[src/rtl/ahb_axi_pkg.sv]
/* Widths, tightly coupled memory windows, enums and the byte-strobe rule
   shared by the AHB-Lite to AXI4-Lite bridge and its testbench */
package ahb_axi_pkg;

  //////////////////////////////////////////////////////////////////////
  // Bus widths
  //////////////////////////////////////////////////////////////////////
  localparam int addr_w = 32;  // AHB and AXI address
  localparam int data_w = 64;  // Data bus, both sides
  localparam int strb_w = 8;   // One strobe per byte lane

  //////////////////////////////////////////////////////////////////////
  // Memory windows
  //////////////////////////////////////////////////////////////////////
  localparam logic [addr_w-1:0] iccm_base = 32'hEE00_0000;  // ICCM, 64 KiB
  localparam logic [addr_w-1:0] dccm_base = 32'hF004_0000;  // DCCM, 64 KiB
  localparam int win_bits = 16;  // log2 of window size, low bits ignored in decode

  localparam logic [1:0] resp_okay = 2'b00;  // AXI OKAY

  // AHB HTRANS encoding
  typedef enum logic [1:0] {
    idle   = 2'b00,
    busy   = 2'b01,
    nonseq = 2'b10,
    seq    = 2'b11
  } htrans_e;

  // AHB HSIZE, only up to a double word is supported
  typedef enum logic [2:0] {
    size_byte  = 3'b000,
    size_half  = 3'b001,
    size_word  = 3'b010,
    size_dword = 3'b011
  } hsize_e;

  // Bridge transfer state
  typedef enum logic [1:0] {
    st_idle = 2'b00,  // Nothing outstanding
    st_wr   = 2'b01,  // Write held in the command buffer, AW and/or W owed
    st_rd   = 2'b10,  // Read held in the command buffer, AR owed
    st_pend = 2'b11   // AR done, waiting on R
  } bridge_state_e;

  // Byte lanes touched by a transfer of this size at this low address
  function automatic logic [strb_w-1:0] size_strobe(hsize_e size, logic [2:0] lo);
    case (size)
      size_byte:  return 8'h01 << lo;
      size_half:  return 8'h03 << lo;
      size_word:  return 8'h0f << lo;
      size_dword: return 8'hff;  // Full bus, address is aligned anyway
      default:    return '0;
    endcase
  endfunction

endpackage

[src/rtl/bridge_cmd_if.sv]
/* Decoded AHB transfer handed from the decode stage to the execute stage;
   a transfer is consumed on the edge where valid and accept are both high */
`timescale 1ns/1ps

interface bridge_cmd_if import ahb_axi_pkg::*; ();

  logic              valid;   // Data phase of an accepted transfer
  logic              write;   // 1 = write, 0 = read
  hsize_e            size;    // Registered HSIZE
  logic [addr_w-1:0] addr;    // Registered HADDR
  logic [strb_w-1:0] strb;    // Byte lanes from size and addr
  logic              err;     // Failed window, size or alignment check
  logic              accept;  // Bus side may advance, this is hreadyout

  // Decode side
  modport dec (
    output valid, write, size, addr, strb, err,
    input  accept
  );

  // Execute side
  modport exec (
    input  valid, write, size, addr, strb, err,
    output accept
  );

endinterface

[src/rtl/bridge_rsp_if.sv]
/* Read completion, error and FSM state passed between the execute
   stage and the result stage */
`timescale 1ns/1ps

interface bridge_rsp_if import ahb_axi_pkg::*; ();

  bridge_state_e state;     // Execute FSM state
  logic          buf_full;  // Command buffer cannot take a new entry
  logic          rd_done;   // R handshake while in st_pend
  logic          rd_err;    // Read error, held over both ERROR cycles
  logic          hresp;     // AHB ERROR response in progress

  modport exec (
    output state, buf_full,
    input  rd_done, rd_err, hresp
  );

  modport res (
    input  state,
    output rd_done, rd_err, hresp
  );

endinterface

[src/rtl/ahb_axi_bridge.sv]
/* AHB-Lite slave to AXI4-Lite master bridge, top level. Plain bus ports,
   the decode, execute and result stages joined by two interfaces */
`timescale 1ns/1ps

module ahb_axi_bridge import ahb_axi_pkg::*; (
  input  logic              bus_clk,
  input  logic              rst_l,

  // AHB-Lite slave
  input  logic              hsel,
  input  logic [addr_w-1:0] haddr,
  input  logic              hwrite,
  input  logic [2:0]        hsize,
  input  logic [1:0]        htrans,
  input  logic [data_w-1:0] hwdata,
  input  logic              hreadyin,
  output logic              hreadyout,
  output logic [data_w-1:0] hrdata,
  output logic              hresp,

  // AXI4-Lite master, write
  output logic [addr_w-1:0] awaddr,
  output logic              awvalid,
  input  logic              awready,
  output logic [data_w-1:0] wdata,
  output logic [strb_w-1:0] wstrb,
  output logic              wvalid,
  input  logic              wready,
  output logic              bready,

  // AXI4-Lite master, read
  output logic [addr_w-1:0] araddr,
  output logic              arvalid,
  input  logic              arready,
  input  logic [data_w-1:0] rdata,
  input  logic [1:0]        rresp,
  input  logic              rvalid,
  output logic              rready
);

  bridge_cmd_if cmd_if ();  // Decode to execute
  bridge_rsp_if rsp_if ();  // Execute and result

  ahb_decode u_decode (
    .bus_clk  (bus_clk),
    .rst_l    (rst_l),
    .hsel     (hsel),
    .haddr    (haddr),
    .hwrite   (hwrite),
    .hsize    (hsize_e'(hsize)),
    .htrans   (htrans_e'(htrans)),
    .hreadyin (hreadyin),
    .cmd      (cmd_if.dec)
  );

  bridge_execute u_execute (
    .bus_clk   (bus_clk),
    .rst_l     (rst_l),
    .cmd       (cmd_if.exec),
    .rsp       (rsp_if.exec),
    .hwdata    (hwdata),
    .hreadyout (hreadyout),
    .awaddr    (awaddr),
    .awvalid   (awvalid),
    .awready   (awready),
    .wdata     (wdata),
    .wstrb     (wstrb),
    .wvalid    (wvalid),
    .wready    (wready),
    .bready    (bready),
    .araddr    (araddr),
    .arvalid   (arvalid),
    .arready   (arready)
  );

  read_result u_result (
    .bus_clk (bus_clk),
    .rst_l   (rst_l),
    .rsp     (rsp_if.res),
    .cmd_err (cmd_if.err),
    .rdata   (rdata),
    .rresp   (rresp),
    .rvalid  (rvalid),
    .rready  (rready),
    .hrdata  (hrdata),
    .hresp   (hresp)
  );

endmodule

[src/rtl/ahb_decode.sv]
/* Address-phase capture for the bridge. Registers each accepted AHB
   transfer, checks it against the ICCM/DCCM windows, size and alignment,
   and forms the write byte strobes */
`timescale 1ns/1ps

module ahb_decode import ahb_axi_pkg::*; (
  input  logic              bus_clk,
  input  logic              rst_l,
  input  logic              hsel,
  input  logic [addr_w-1:0] haddr,
  input  logic              hwrite,
  input  hsize_e            hsize,
  input  htrans_e           htrans,
  input  logic              hreadyin,
  bridge_cmd_if.dec         cmd
);

  logic hready;      // Bus moves on this cycle
  logic addr_phase;  // NONSEQ or SEQ aimed at this slave
  logic in_iccm;
  logic in_dccm;
  logic bad_region;  // Outside both windows
  logic bad_size;    // Sub-word where only word/dword allowed
  logic bad_align;   // Address not a multiple of the size

  assign hready     = cmd.accept & hreadyin;
  assign addr_phase = hsel & ((htrans == nonseq) | (htrans == seq));  // BUSY/IDLE ignored

  //////////////////////////////////////////////////////////////////////
  // Address phase registers
  //////////////////////////////////////////////////////////////////////

  // Data phase flag, held while hready is low
  always_ff @(posedge bus_clk or negedge rst_l) begin
    if (!rst_l) begin
      cmd.valid <= 1'b0;
    end else if (hready) begin
      cmd.valid <= addr_phase;
    end
  end

  // Transfer attributes, only loaded on an accepted address phase
  always_ff @(posedge bus_clk) begin
    if (hready && addr_phase) begin
      cmd.write <= hwrite;
      cmd.size  <= hsize;
      cmd.addr  <= haddr;
    end
  end

  //////////////////////////////////////////////////////////////////////
  // Checks on the registered address
  //////////////////////////////////////////////////////////////////////

  // Window match on the bits above the window size
  assign in_iccm = (cmd.addr[addr_w-1:win_bits] == iccm_base[addr_w-1:win_bits]);
  assign in_dccm = (cmd.addr[addr_w-1:win_bits] == dccm_base[addr_w-1:win_bits]);

  assign bad_region = ~(in_iccm | in_dccm);

  // ICCM any access, DCCM writes: word or double word only
  assign bad_size = (in_iccm | (in_dccm & cmd.write)) &
                    ~((cmd.size == size_word) | (cmd.size == size_dword));

  always_comb begin
    case (cmd.size)
      size_half:  bad_align = cmd.addr[0];
      size_word:  bad_align = |cmd.addr[1:0];
      size_dword: bad_align = |cmd.addr[2:0];
      default:    bad_align = 1'b0;  // Bytes are always aligned
    endcase
  end

  assign cmd.err  = cmd.valid & (bad_region | bad_size | bad_align);
  assign cmd.strb = size_strobe(cmd.size, cmd.addr[2:0]);  // Lanes for W

endmodule

[src/rtl/bridge_execute.sv]
/* Transfer FSM and one-entry command buffer. Drives AXI4-Lite AW, W and
   AR from the buffer and decides when the AHB data phase may end */
`timescale 1ns/1ps

module bridge_execute import ahb_axi_pkg::*; (
  input  logic              bus_clk,
  input  logic              rst_l,
  bridge_cmd_if.exec        cmd,
  bridge_rsp_if.exec        rsp,
  input  logic [data_w-1:0] hwdata,
  output logic              hreadyout,
  output logic [addr_w-1:0] awaddr,
  output logic              awvalid,
  input  logic              awready,
  output logic [data_w-1:0] wdata,
  output logic [strb_w-1:0] wstrb,
  output logic              wvalid,
  input  logic              wready,
  output logic              bready,
  output logic [addr_w-1:0] araddr,
  output logic              arvalid,
  input  logic              arready
);

  bridge_state_e state;
  bridge_state_e state_nxt;

  logic              aw_pend;   // AW not yet handshaken
  logic              w_pend;    // W not yet handshaken
  logic [addr_w-1:0] buf_addr;  // Command buffer payload
  logic [data_w-1:0] buf_data;
  logic [strb_w-1:0] buf_strb;
  logic              wr_free;   // Last owed write handshake this cycle
  logic              wr_load;   // Write enters the buffer
  logic              rd_load;   // Read enters the buffer
  logic              rd_ready;  // R data registered, AHB may finish the read
  logic              err_seen;  // First ERROR cycle already given
  logic              consumed;  // AHB data phase ends on this edge

  assign rsp.state    = state;
  assign wr_free      = (state == st_wr) & (~aw_pend | awready) & (~w_pend | wready);
  assign rsp.buf_full = ((state == st_wr) & ~wr_free) | (state == st_rd);

  //////////////////////////////////////////////////////////////////////
  // AHB ready
  //////////////////////////////////////////////////////////////////////
  always_comb begin
    if (rsp.hresp)
      hreadyout = err_seen;          // Low then high for ERROR
    else if (!cmd.valid)
      hreadyout = 1'b1;              // No data phase for us
    else if (cmd.write)
      hreadyout = ~rsp.buf_full;     // Posted write, needs a free buffer
    else
      hreadyout = rd_ready;          // Reads block until R returns
  end

  assign cmd.accept = hreadyout;
  assign consumed   = cmd.valid & hreadyout;

  // Buffer loads, never for a transfer that failed decode
  assign wr_load = consumed & cmd.write & ~cmd.err;
  assign rd_load = cmd.valid & ~cmd.write & ~cmd.err & ~rd_ready &
                   ~rsp.buf_full & (state != st_pend);

  //////////////////////////////////////////////////////////////////////
  // FSM
  //////////////////////////////////////////////////////////////////////
  always_comb begin
    state_nxt = state;
    case (state)
      st_idle, st_wr: begin
        if (wr_load) state_nxt = st_wr;       // Back-to-back write refills
        else if (rd_load) state_nxt = st_rd;
        else if (wr_free) state_nxt = st_idle;
      end
      st_rd: begin
        if (arvalid && arready) state_nxt = st_pend;
      end
      st_pend: begin
        if (rsp.rd_done) state_nxt = st_idle;  // Data shows next cycle
      end
      default: state_nxt = st_idle;
    endcase
  end

  always_ff @(posedge bus_clk or negedge rst_l) begin
    if (!rst_l) begin
      state    <= st_idle;
      aw_pend  <= 1'b0;
      w_pend   <= 1'b0;
      rd_ready <= 1'b0;
      err_seen <= 1'b0;
    end else begin
      state    <= state_nxt;
      aw_pend  <= wr_load | (aw_pend & ~awready);  // AW and W retire separately
      w_pend   <= wr_load | (w_pend & ~wready);
      rd_ready <= rsp.rd_done | (rd_ready & ~consumed);
      err_seen <= rsp.hresp & ~hreadyout;
    end
  end

  // Command buffer payload
  always_ff @(posedge bus_clk) begin
    if (wr_load || rd_load)
      buf_addr <= cmd.addr;
    if (wr_load) begin
      buf_data <= hwdata;  // HWDATA is valid in the data phase
      buf_strb <= cmd.strb;
    end
  end

  //////////////////////////////////////////////////////////////////////
  // AXI4-Lite drive
  //////////////////////////////////////////////////////////////////////
  assign awaddr  = buf_addr;
  assign awvalid = aw_pend;
  assign wdata   = buf_data;
  assign wstrb   = buf_strb;
  assign wvalid  = w_pend;
  assign bready  = 1'b1;       // Posted writes, BRESP not looked at
  assign araddr  = buf_addr;
  assign arvalid = (state == st_rd);

endmodule

[src/rtl/read_result.sv]
/* Read completion for the bridge. Captures R data and RRESP while a read
   is pending and forms the two-cycle AHB ERROR response and HRDATA */
`timescale 1ns/1ps

module read_result import ahb_axi_pkg::*; (
  input  logic              bus_clk,
  input  logic              rst_l,
  bridge_rsp_if.res         rsp,
  input  logic              cmd_err,  // Decode check failed
  input  logic [data_w-1:0] rdata,
  input  logic [1:0]        rresp,
  input  logic              rvalid,
  output logic              rready,
  output logic [data_w-1:0] hrdata,
  output logic              hresp
);

  logic [data_w-1:0] rdata_q;     // Returned read data
  logic              err_first;   // Read error, first ERROR cycle
  logic              err_second;  // Read error, second ERROR cycle

  assign rready      = 1'b1;  // AHB blocks on reads, always room for R
  assign rsp.rd_done = rvalid & rready & (rsp.state == st_pend);

  // Data register, loaded only on the expected R beat
  always_ff @(posedge bus_clk) begin
    if (rsp.rd_done)
      rdata_q <= rdata;
  end

  always_ff @(posedge bus_clk or negedge rst_l) begin
    if (!rst_l) begin
      err_first  <= 1'b0;
      err_second <= 1'b0;
    end else begin
      err_first  <= rsp.rd_done & (rresp != resp_okay);  // SLVERR or DECERR
      err_second <= err_first;
    end
  end

  //////////////////////////////////////////////////////////////////////
  // AHB response
  //////////////////////////////////////////////////////////////////////

  // Decode error holds for the whole data phase, read error for two cycles
  assign rsp.rd_err = err_first | err_second;
  assign rsp.hresp  = cmd_err | rsp.rd_err;
  assign hresp      = rsp.hresp;
  assign hrdata     = rdata_q;

endmodule

[config.mk]
export PLATFORM = sky130hd
export DESIGN_NAME = ahb_axi_bridge
export DESIGN_NICKNAME = d
export VERILOG_FILES = /design/src/rtl/ahb_axi_pkg.sv /design/src/rtl/bridge_cmd_if.sv /design/src/rtl/bridge_rsp_if.sv /design/src/rtl/ahb_axi_bridge.sv /design/src/rtl/ahb_decode.sv /design/src/rtl/bridge_execute.sv /design/src/rtl/read_result.sv
export SDC_FILE = /design/constraint.sdc
export NUM_CORES = 1
export LEC_CHECK = 0
export BUFFER_PORTS_ARGS = -buffer_cell sky130_fd_sc_hd__buf_4
export CORE_AREA = 2 2 150 152
export CTS_BUF_LIST = sky130_fd_sc_hd__clkbuf_2
export DETAILED_ROUTE_END_ITERATION = 10
export DIE_AREA = 0 0 152 154
export SETUP_SLACK_MARGIN = 0.3
export SYNTH_ARGS = -nofsm -noshare
export SYNTH_HDL_FRONTEND = slang
export SYNTH_HIERARCHICAL = 1
export SYNTH_SLANG_ARGS = --single-unit
[constraint.sdc]
create_clock -name bus_clk -period 12.1 [get_ports bus_clk]
set_input_delay 1.21 -clock bus_clk [delete_from_list [all_inputs] [get_ports bus_clk]]
set_output_delay 1.21 -clock bus_clk [all_outputs]
set_load 0.05 [all_outputs]
Yosys cells after proc, flatten, opt, wreduce, memory -nomap -nowiden

Cells that the tools add are included.

Logic and storage cells: 102
Input bits: 176
Register bits: 213

Shift-type cells: 3
Equality and inequality tests: 14
Mux-type cells: 11
Bitwise logic cells: 49
Reduce and logical (&&, ||, !) cells: 10

Operators with widths:

| cell                                                   | number |
|---|---|
| equality test 16 bit (second input constant)           | 2 |
| case mux 8 bit (4 select lines)                        | 1 |
| bitwise AND 1 bit                                      | 22 |
| bitwise OR 1 bit                                       | 14 |
| inverter 1 bit                                         | 13 |
| two-way mux 2 bit                                      | 5 |
| equality test 2 bit (second input constant)            | 4 |
| << shifter 1 x 3 -> 8 bit (first input constant)       | 1 |
| << shifter 2 x 3 -> 8 bit (first input constant)       | 1 |
| << shifter 4 x 3 -> 8 bit (first input constant)       | 1 |
| equality test 3 x 2 -> 1 bit (second input constant)   | 2 |
| case mux 2 bit (3 select lines)                        | 1 |
| inequality test 2 bit (second input constant)          | 2 |
| inequality test 4 x 1 -> 1 bit (second input constant) | 1 |
| OR reduction 2 bit                                     | 2 |
| equality test 3 x 1 -> 1 bit (second input constant)   | 1 |
| logical NOT 3 bit                                      | 1 |
| two-way mux 1 bit                                      | 3 |
| case mux 1 bit (3 select lines)                        | 1 |
| AND reduction 3 bit                                    | 1 |
| OR reduction 3 bit                                     | 1 |
| equality test 2 x 1 -> 1 bit (second input constant)   | 1 |
| logical AND 1 bit                                      | 2 |
| logical NOT 2 bit                                      | 1 |
| other kinds (3)                                        | 3 |

Depth between registers and ports, before layout

Gate-level depths: netlist of the first run.

Word-level depth: 16
Depth in mapped cells: 14
Gate-level depth less buffers: 11

Hierarchy

Netlist of the first run, hierarchy kept.

By module, submodules not included:

| module         | instances | area each (µm²) | sequential area each (µm²) | cells an instance |
|---|---|---|---|---|
| bridge_execute | 1         | 3806.2          | 3273.1                     | 188 |
| read_result    | 1         | 2020.7          | 1971.9                     | 73 |
| ahb_decode     | 1         | 1407.6          | 1106.1                     | 89 |

Least setup slack after synthesis of the first run

No wires, ideal clock.

Path kind: reg-to-reg
From: register u_decode.cmd.size[2]
To: register u_execute.buf_data[0], in the netlist u_execute/wdata[0] (enable)
Cell stages (with the launch flop): 12
Path buffers: 3
Setup slack: 6.080 ns
Arrival time: 5.517 ns
Cell sequence: edfxtp_1 buf_6 nand2b_4 nor4_2 a21oi_1 o41a_1 or3_1 buf_4 nand2b_1 buf_2 o2111ai_1 nor2_1

Cells in the longest elaborated chain, start to end: 12

RTL lines:

| item                               | line                               | source |
|---|---|---|
| start, declared                    | bridge_cmd_if.sv:17                | `output valid, write, size, addr, strb, err,` |
| start signal, assigned             | ahb_decode.sv:46                   | `cmd.size <= hsize;` |
| equality test 3 x 2 -> 1 bit       | ahb_decode.sv:63, ahb_decode.sv:66 |  |
| bitwise OR 1 bit                   | ahb_decode.sv:63                   | `~((cmd.size == size_word) \| (cmd.size == size_dword));` |
| inverter 1 bit                     | ahb_decode.sv:63                   |  |
| bitwise AND 1 bit                  | ahb_decode.sv:62                   | `assign bad_size = (in_iccm \| (in_dccm & cmd.write)) &` |
| bitwise OR 1 bit                   | ahb_decode.sv:74                   | `assign cmd.err = cmd.valid & (bad_region \| bad_size \| bad_align);` |
| bitwise OR 1 bit (*)               | ahb_decode.sv:74                   |  |
| bitwise AND 1 bit (*)              | ahb_decode.sv:74                   |  |
| net cmd_if.err                     | bridge_cmd_if.sv:12                | `logic err;` |
| bitwise OR 1 bit (*)               | read_result.sv:47                  | `assign rsp.hresp = cmd_err \| rsp.rd_err;` |
| net hresp                          | ahb_axi_bridge.sv:19               | `output logic hresp,` |
| two-way mux 1 bit (*)              | bridge_execute.sv:48               | `if (rsp.hresp)` |
| bitwise AND 1 bit (*)              | bridge_execute.sv:59               | `assign consumed = cmd.valid & hreadyout;` |
| bitwise AND 1 bit (*) (2 in a row) | bridge_execute.sv:62               | `assign wr_load = consumed & cmd.write & ~cmd.err;` |
| net u_execute.wr_load              | bridge_execute.sv:34               | `logic wr_load;` |
| end signal, assigned               | bridge_execute.sv:108              | `buf_data <= hwdata;` |
| end, declared                      | bridge_execute.sv:31               | `logic [data_w-1:0] buf_data;` |

Mark *: on every way through the listed nets, which the timed path passes. The rest lies on a longest branch.
A chain may end at the register's enable or synchronous reset.

Worst setup path after layout of the first run

From: register u_decode.cmd.addr[21]
To: output hreadyout

Cells in the longest elaborated chain, start to end: 9

RTL lines:

| item                              | line                 | source |
|---|---|---|
| start, declared                   | bridge_cmd_if.sv:17  |  |
| start signal, assigned            | ahb_decode.sv:47     | `cmd.addr <= haddr;` |
| equality test 16 bit              | ahb_decode.sv:57     | `assign in_dccm = (cmd.addr[addr_w-1:win_bits] == dccm_base[addr_w-1:win_bits]);` |
| bitwise AND 1 bit                 | ahb_decode.sv:62     |  |
| bitwise OR 1 bit                  | ahb_decode.sv:62     |  |
| bitwise AND 1 bit                 | ahb_decode.sv:62     |  |
| bitwise OR 1 bit (*) (2 in a row) | ahb_decode.sv:74     |  |
| bitwise AND 1 bit (*)             | ahb_decode.sv:74     |  |
| net cmd_if.err                    | bridge_cmd_if.sv:12  |  |
| bitwise OR 1 bit (*)              | read_result.sv:47    |  |
| two-way mux 1 bit (*)             | bridge_execute.sv:48 |  |
| end, declared                     | ahb_axi_bridge.sv:17 | `output logic hreadyout,` |

Marks and branches as above.

==> impl_metrics.toml, run 1 <==
[power]
ir_drop_mv = 0.0915
power_density_nw_per_um2 = 204
leakage_nw = 4.37

[cells_and_area]
multi_input_area_sq_um = 569
final_nets = 919
final_util_pct = 48.9
regArea_sq_um = 6350
finalInstanceArea_sq_um = 10600
drive_gt1_share_pct = 60.3
fillers = 1864
synthToLayoutAreaGrowth_pct = 47.0

[worst_setup_path]
cp_top_family = "simple AND/OR/NAND/NOR gates"
required_ps = 10890
worstPathCellList = "nor4_1 -> nand4_1 -> o41a_1 -> or3_1 -> nand2b_1 -> nand3_1 -> o21ai_1 -> buf_4"
worstSetupEndpoint = "hreadyout"
r2r-start = "u_decode/cmd.addr[21]"
r2r-end = "u_decode/cmd.addr[10]"
path_class = "reg -> out"
worstRegToRegCells = 9
slowest_delay_ps = 500
worstSetupPathDepth = 8
cpMaxStageDelayCell = "o41a_1"
cp-end-kind = "primary output"
path_max_fanout = 8
startpoint = "u_decode/cmd.addr[21]"
arrival_ps = 3630
ff2ff_setup_slack_ps = 8100
path_buf_inv = 1
worstSetupStartpointType = "register"

[logic_synthesis]
synth_area_per_cell_sq_um = 20.8
syn_nets = 524
netlist_instances = 348
yosysWarnings = 6
synth_area_sq_um = 7220

[clock_network]
clockRootBuffer = "clkbuf_2"
numCtsBuffers = 53
cts.sinks = 213
clock_latency_ps = 750
clk_path_buf_depth = 3
tritoncts = "yes"
post-cts-setup-buffers = 0
ctsHoldBuffers = 0
cts_resized = 0
clk_pin_slew_ps = 110
h-tree-depth = 2

[routing]
firstDrtPassIters = 4
vias_per_cell = 4.38
ant_nets = 0
drtIter0Drc = 235
routedWlPerCell_um = 17.4
drt-total-wl_um = 18300
vias = 4633
drc = 0

[floorplanning]
io_pins = 383
die_y_um = 154
num_rows = 54
coreArea_sq_um = 21700
dieArea_sq_um = 23400
initial_core_util_pct = 33.3
die_w_um = 152

[placed_design]
io_buffers = 379
place_area_sq_um = 10200
place_congestion = 0.869
place_ws_ps = 8070
dp.final_hpwl_um = 13800

[timing]
finalCriticalPeriod_ps = 4840
clock_skew_ps = 47.1
hold_violations = 0
worst_slack_ps = 7260
tightest_slew_ps = 1030
setup_violations = 0
clock.fmax_mhz = 207
hold_ws_ps = 270
finalCritPeriodShare_pct = 40.0
setup-tns-final_ps = 0
slew_viol_final = 0
rsz0062_at_grt = "no"
maxSlewHeadroom_pct = 31.2

[status]
outcome = "finished, final reports clean"

[grt]
grt_pass1_vias = 5089
grtUsageTotal_pct = 15.1
grt_pass1_wl_um = 27300
grt_overflow = 0
antenna_found_initial = 1
grt_max_degree = 73

[min_path]
hp-class = "in -> async"

[run]
drv_cap = 0
[worst reg2reg max path, delay by kind of cell, from the launching register on]
family / cells / cell delay, ps
AND/OR/NAND/NOR: 7 / 2440
AO/OA/AOI/OAI: 2 / 740
flip-flops: 1 / 410
[state kept, by name (all words and copies together) (netlist names)]
name                 cells
u_execute/wvalid         1
u_result/hrdata         64
u_result/err_first       1
u_decode/cmd.valid       1
u_execute/wstrb          8
u_result/err_second      1
u_decode/cmd.write       1
u_execute/awvalid        1
u_execute/err_seen       1
u_execute/araddr        32
u_execute/rd_ready       1
u_decode/cmd.addr       32
u_execute/rsp.state      2
u_decode/cmd.size        3
u_execute/wdata         64
[placed cells by master, fill, tap and decap left out, types with 2 or more instances in the layout]
cell type and instances:
clkbuf_2 72, nor2_1 8, clkinv_1 11, edfxtp_1 204, nor2_4 2, nor2b_1 2, inv_1 5, buf_4 382
nand3_1 3, nand2b_1 8, o21ai_1 4, nor3_1 4, o2111ai_1 2, conb_1 2, o21ai_0 5, a211oi_1 3
inv_2 3, clkinv_2 2, dfrtp_1 9, nand2_1 10, a31oi_1 3, a21oi_1 8
[layout make-up]
class,instances,area share (%)
flip-flops and latches,213,59.8
repair buffers,382,27.0
multi-input cells,87,5.36
clock buffers,72,3.40
well taps,280,3.30
clock inverters,16,0.837
inverters,6,0.212
diodes,1,0.0236
[power breakdown]
part | internal, W | leakage (nW) | switching [W]
combinational | 0.000198 | 2.05 | 0.000528
clock | 0.000181 | 0.347 | 0.000266
sequential | 0.000943 | 1.98 | 0.0000511
total | 0.00132 | 4.37 | 0.000845
[worst min-delay path by stage]
stage,from,to,depth (start not counted)
final,rst_l,u_execute/rsp.state[0],1
after global routing,rst_l,u_execute/wvalid,1
after CTS,rst_l,u_execute/rsp.state[0],1
after detailed placement,u_result/err_first,u_result/err_second,0
after global placement,u_result/err_first,u_result/err_second,0
after floorplan,u_result/err_first,u_result/err_second,0
[metal layers]
layer	global-route usage, %	vias to the layer above	share of wire [%]
li1	-	2128	-
met2	27.0	255	54
met3	5.89	34	8.8
met1	15.8	2216	35
met5	0	-	0
met4	6.23	0	2.4
[metrics by stage]
stage	instances	power, W
after global placement	968	0.00173
after global routing	1057	0.00227
after CTS	1056	0.00220
final	1057	0.00217
after floorplan	348	0.00152
after detailed placement	968	0.00174
No activity file was read; power rests on OpenSTA's default activity.
==> run 2: changes to the inputs <==
- ABC_AREA: default -> 1
- CORE_AREA: 2 2 150 152 -> 2 2 147 149
- DIE_AREA: 0 0 152 154 -> 0 0 149 151
- PLACE_DENSITY: default -> 0.67
- clock period: 12.1 -> 4.1 ns (I/O delays scaled with it)
==> run 2 against run 1 <==
Global-route usage grew 3.3 points. Sequential share of layout area shrank 9.1 points. Via count grew 17%. Area after synthesis grew 0.87%. Critical path depth grew 4. Worst setup slack lost 6400 ps. Combinational power grew 120%. Non-clock buffer count grew 176. Final area grew 18%. Clock skew grew 14 ps. Synthesized cell count grew 11%. Largest cell class unchanged. Largest power group unchanged.
==> impl_metrics.toml, run 2 <==
[status]
outcome = "finished, final reports clean"

[cells_and_area]
final_cell_mix = "382 x buf_4, 204 x edfxtp_1, 175 x dlygate4sd3_1"
regArea_sq_um = 6350
synthToLayoutAreaGrowth_pct = 71.7
drive_gt1_share_pct = 49.0
multi_input_area_sq_um = 547
final_common_cell = "buf_4"
final_nets = 1142
final_util_pct = 60.1
fillers = 1549
final_cell_count_no_fill = 1283

[grt]
grt_max_degree = 61
antenna_found_initial = 1
grt_pass1_wl_um = 30900
grtUsageTotal_pct = 18.3
grt_pass1_vias = 5702
grt_overflow = 0

[clock_network]
clk_pin_slew_ps = 140
cts.sinks = 213
clockRootBuffer = "clkbuf_2"
tritoncts = "yes"
numCtsBuffers = 54
h-tree-depth = 2
clk_path_buf_depth = 3
clock_latency_ps = 780

[floorplanning]
die_w_um = 149
initial_core_util_pct = 35.0
coreArea_sq_um = 20800
num_rows = 53
dieArea_sq_um = 22500
io_pins = 383
die_y_um = 151

[routing]
ant_nets = 0
drtIter0Drc = 283
routedWlPerCell_um = 17.1
drt-total-wl_um = 21900
vias = 5419
drc = 0
vias_per_cell = 4.22
firstDrtPassIters = 6

[timing]
maxSlewHeadroom_pct = 60.7
clock_skew_ps = 61.0
finalCritPeriodShare_pct = 79.5
clock.fmax_mhz = 307
hold_violations = 0
slew_viol_final = 0
finalCriticalPeriod_ps = 3260
rsz0062_at_grt = "no"
hold_ws_ps = 306
setup_violations = 0
tightest_slew_ps = 590
setup-tns-final_ps = 0

[logic_synthesis]
netlist_instances = 388
synth_area_sq_um = 7280
yosysWarnings = 6
synth_area_per_cell_sq_um = 18.8
syn_nets = 564

[worst_setup_path]
path_common_cell = "nand2_1"
r2r-start = "u_decode/cmd.addr[0]"
cp_top_family = "simple AND/OR/NAND/NOR gates"
path_class = "reg -> out"
worstSetupPathDepth = 12
cpMaxStageDelayCell = "edfxtp_1"
worstSetupStartpointType = "register"
path_buf_inv = 2
worstSetupEndpoint = "hreadyout"
worstPathCellList = "nor2_2 -> nand2_1 -> nand2_1 -> nand2_1 -> nor2_1 -> nand3_1 -> nand2_1 -> inv_1 -> nand3b_1 -> a211oi_2 -> a21oi_2 -> buf_4"
ff2ff_setup_slack_ps = 1150
worstRegToRegCells = 14
r2r-end = "u_execute/wdata[5]"
arrival_ps = 2850
path_max_fanout = 6
cp-end-kind = "primary output"
startpoint = "u_decode/cmd.addr[0]"
slowest_delay_ps = 500
required_ps = 3690

[power]
leakage_nw = 5.36
ir_drop_mv = 0.278
power_density_nw_per_um2 = 460

[placed_design]
io_buffers = 379
place_congestion = 0.761
dp.final_hpwl_um = 14300
place_inst = 1010

[run]
drv_cap = 0

[min_path]
hp-class = "in -> reg"
## run 2: metrics by stage
step                total power (W)  instance area [sq um]  setup WS (ps)
finish                      0.00575                  12500            842
detailed placement          0.00421                  10300           1130
global route                0.00601                  12500            506
CTS                         0.00579                  12500            680
global placement            0.00419                  10300           1180
floorplan                   0.00376                   7290            457
## run 2: power breakdown
part,switching [W],internal [W]
logic,0.00107,0.000526
clock network,0.000835,0.000607
registers,0.0000963,0.00262
## run 2: timing repair
item,4_1_cts,5_1_grt
setup buffers,0,0
hold endpoints to repair,179,0
resized for setup,0,0
hold buffers,175,0
## run 2: worst min-delay path by stage
stage	startpoint	end	slack, ps	depth (start not counted)
after floorplan	rst_l	u_decode/cmd.valid	110	0
after global placement	rst_l	u_decode/cmd.valid	250	1
after detailed placement	rst_l	u_execute/rsp.state[0]	250	1
after CTS	rvalid	u_result/hrdata[24]	220	3
after global routing	rdata[34]	u_result/hrdata[34]	230	2
final	rdata[9]	u_result/hrdata[9]	310	2
## run 2: area by class of cell
class	instances	area share [%]
Clock inverter	12	0.580
Clock buffer	85	3.40
Tap cell	275	2.75
Multi-Input combinational cell	106	4.37
Timing Repair Buffer	558	37.1
Antenna cell	1	0.0200
Sequential cell	213	50.8
Inverter	33	1.02
## run 2: layer usage
metal / wire length, um / track usage [%] / share of wire (%)
met5: 0 / 0 / 0
met4: 639 / 7.57 / 2.9
met3: 1540 / 5.33 / 7.0
met2: 11700 / 33.3 / 53
met1: 8080 / 20.0 / 37
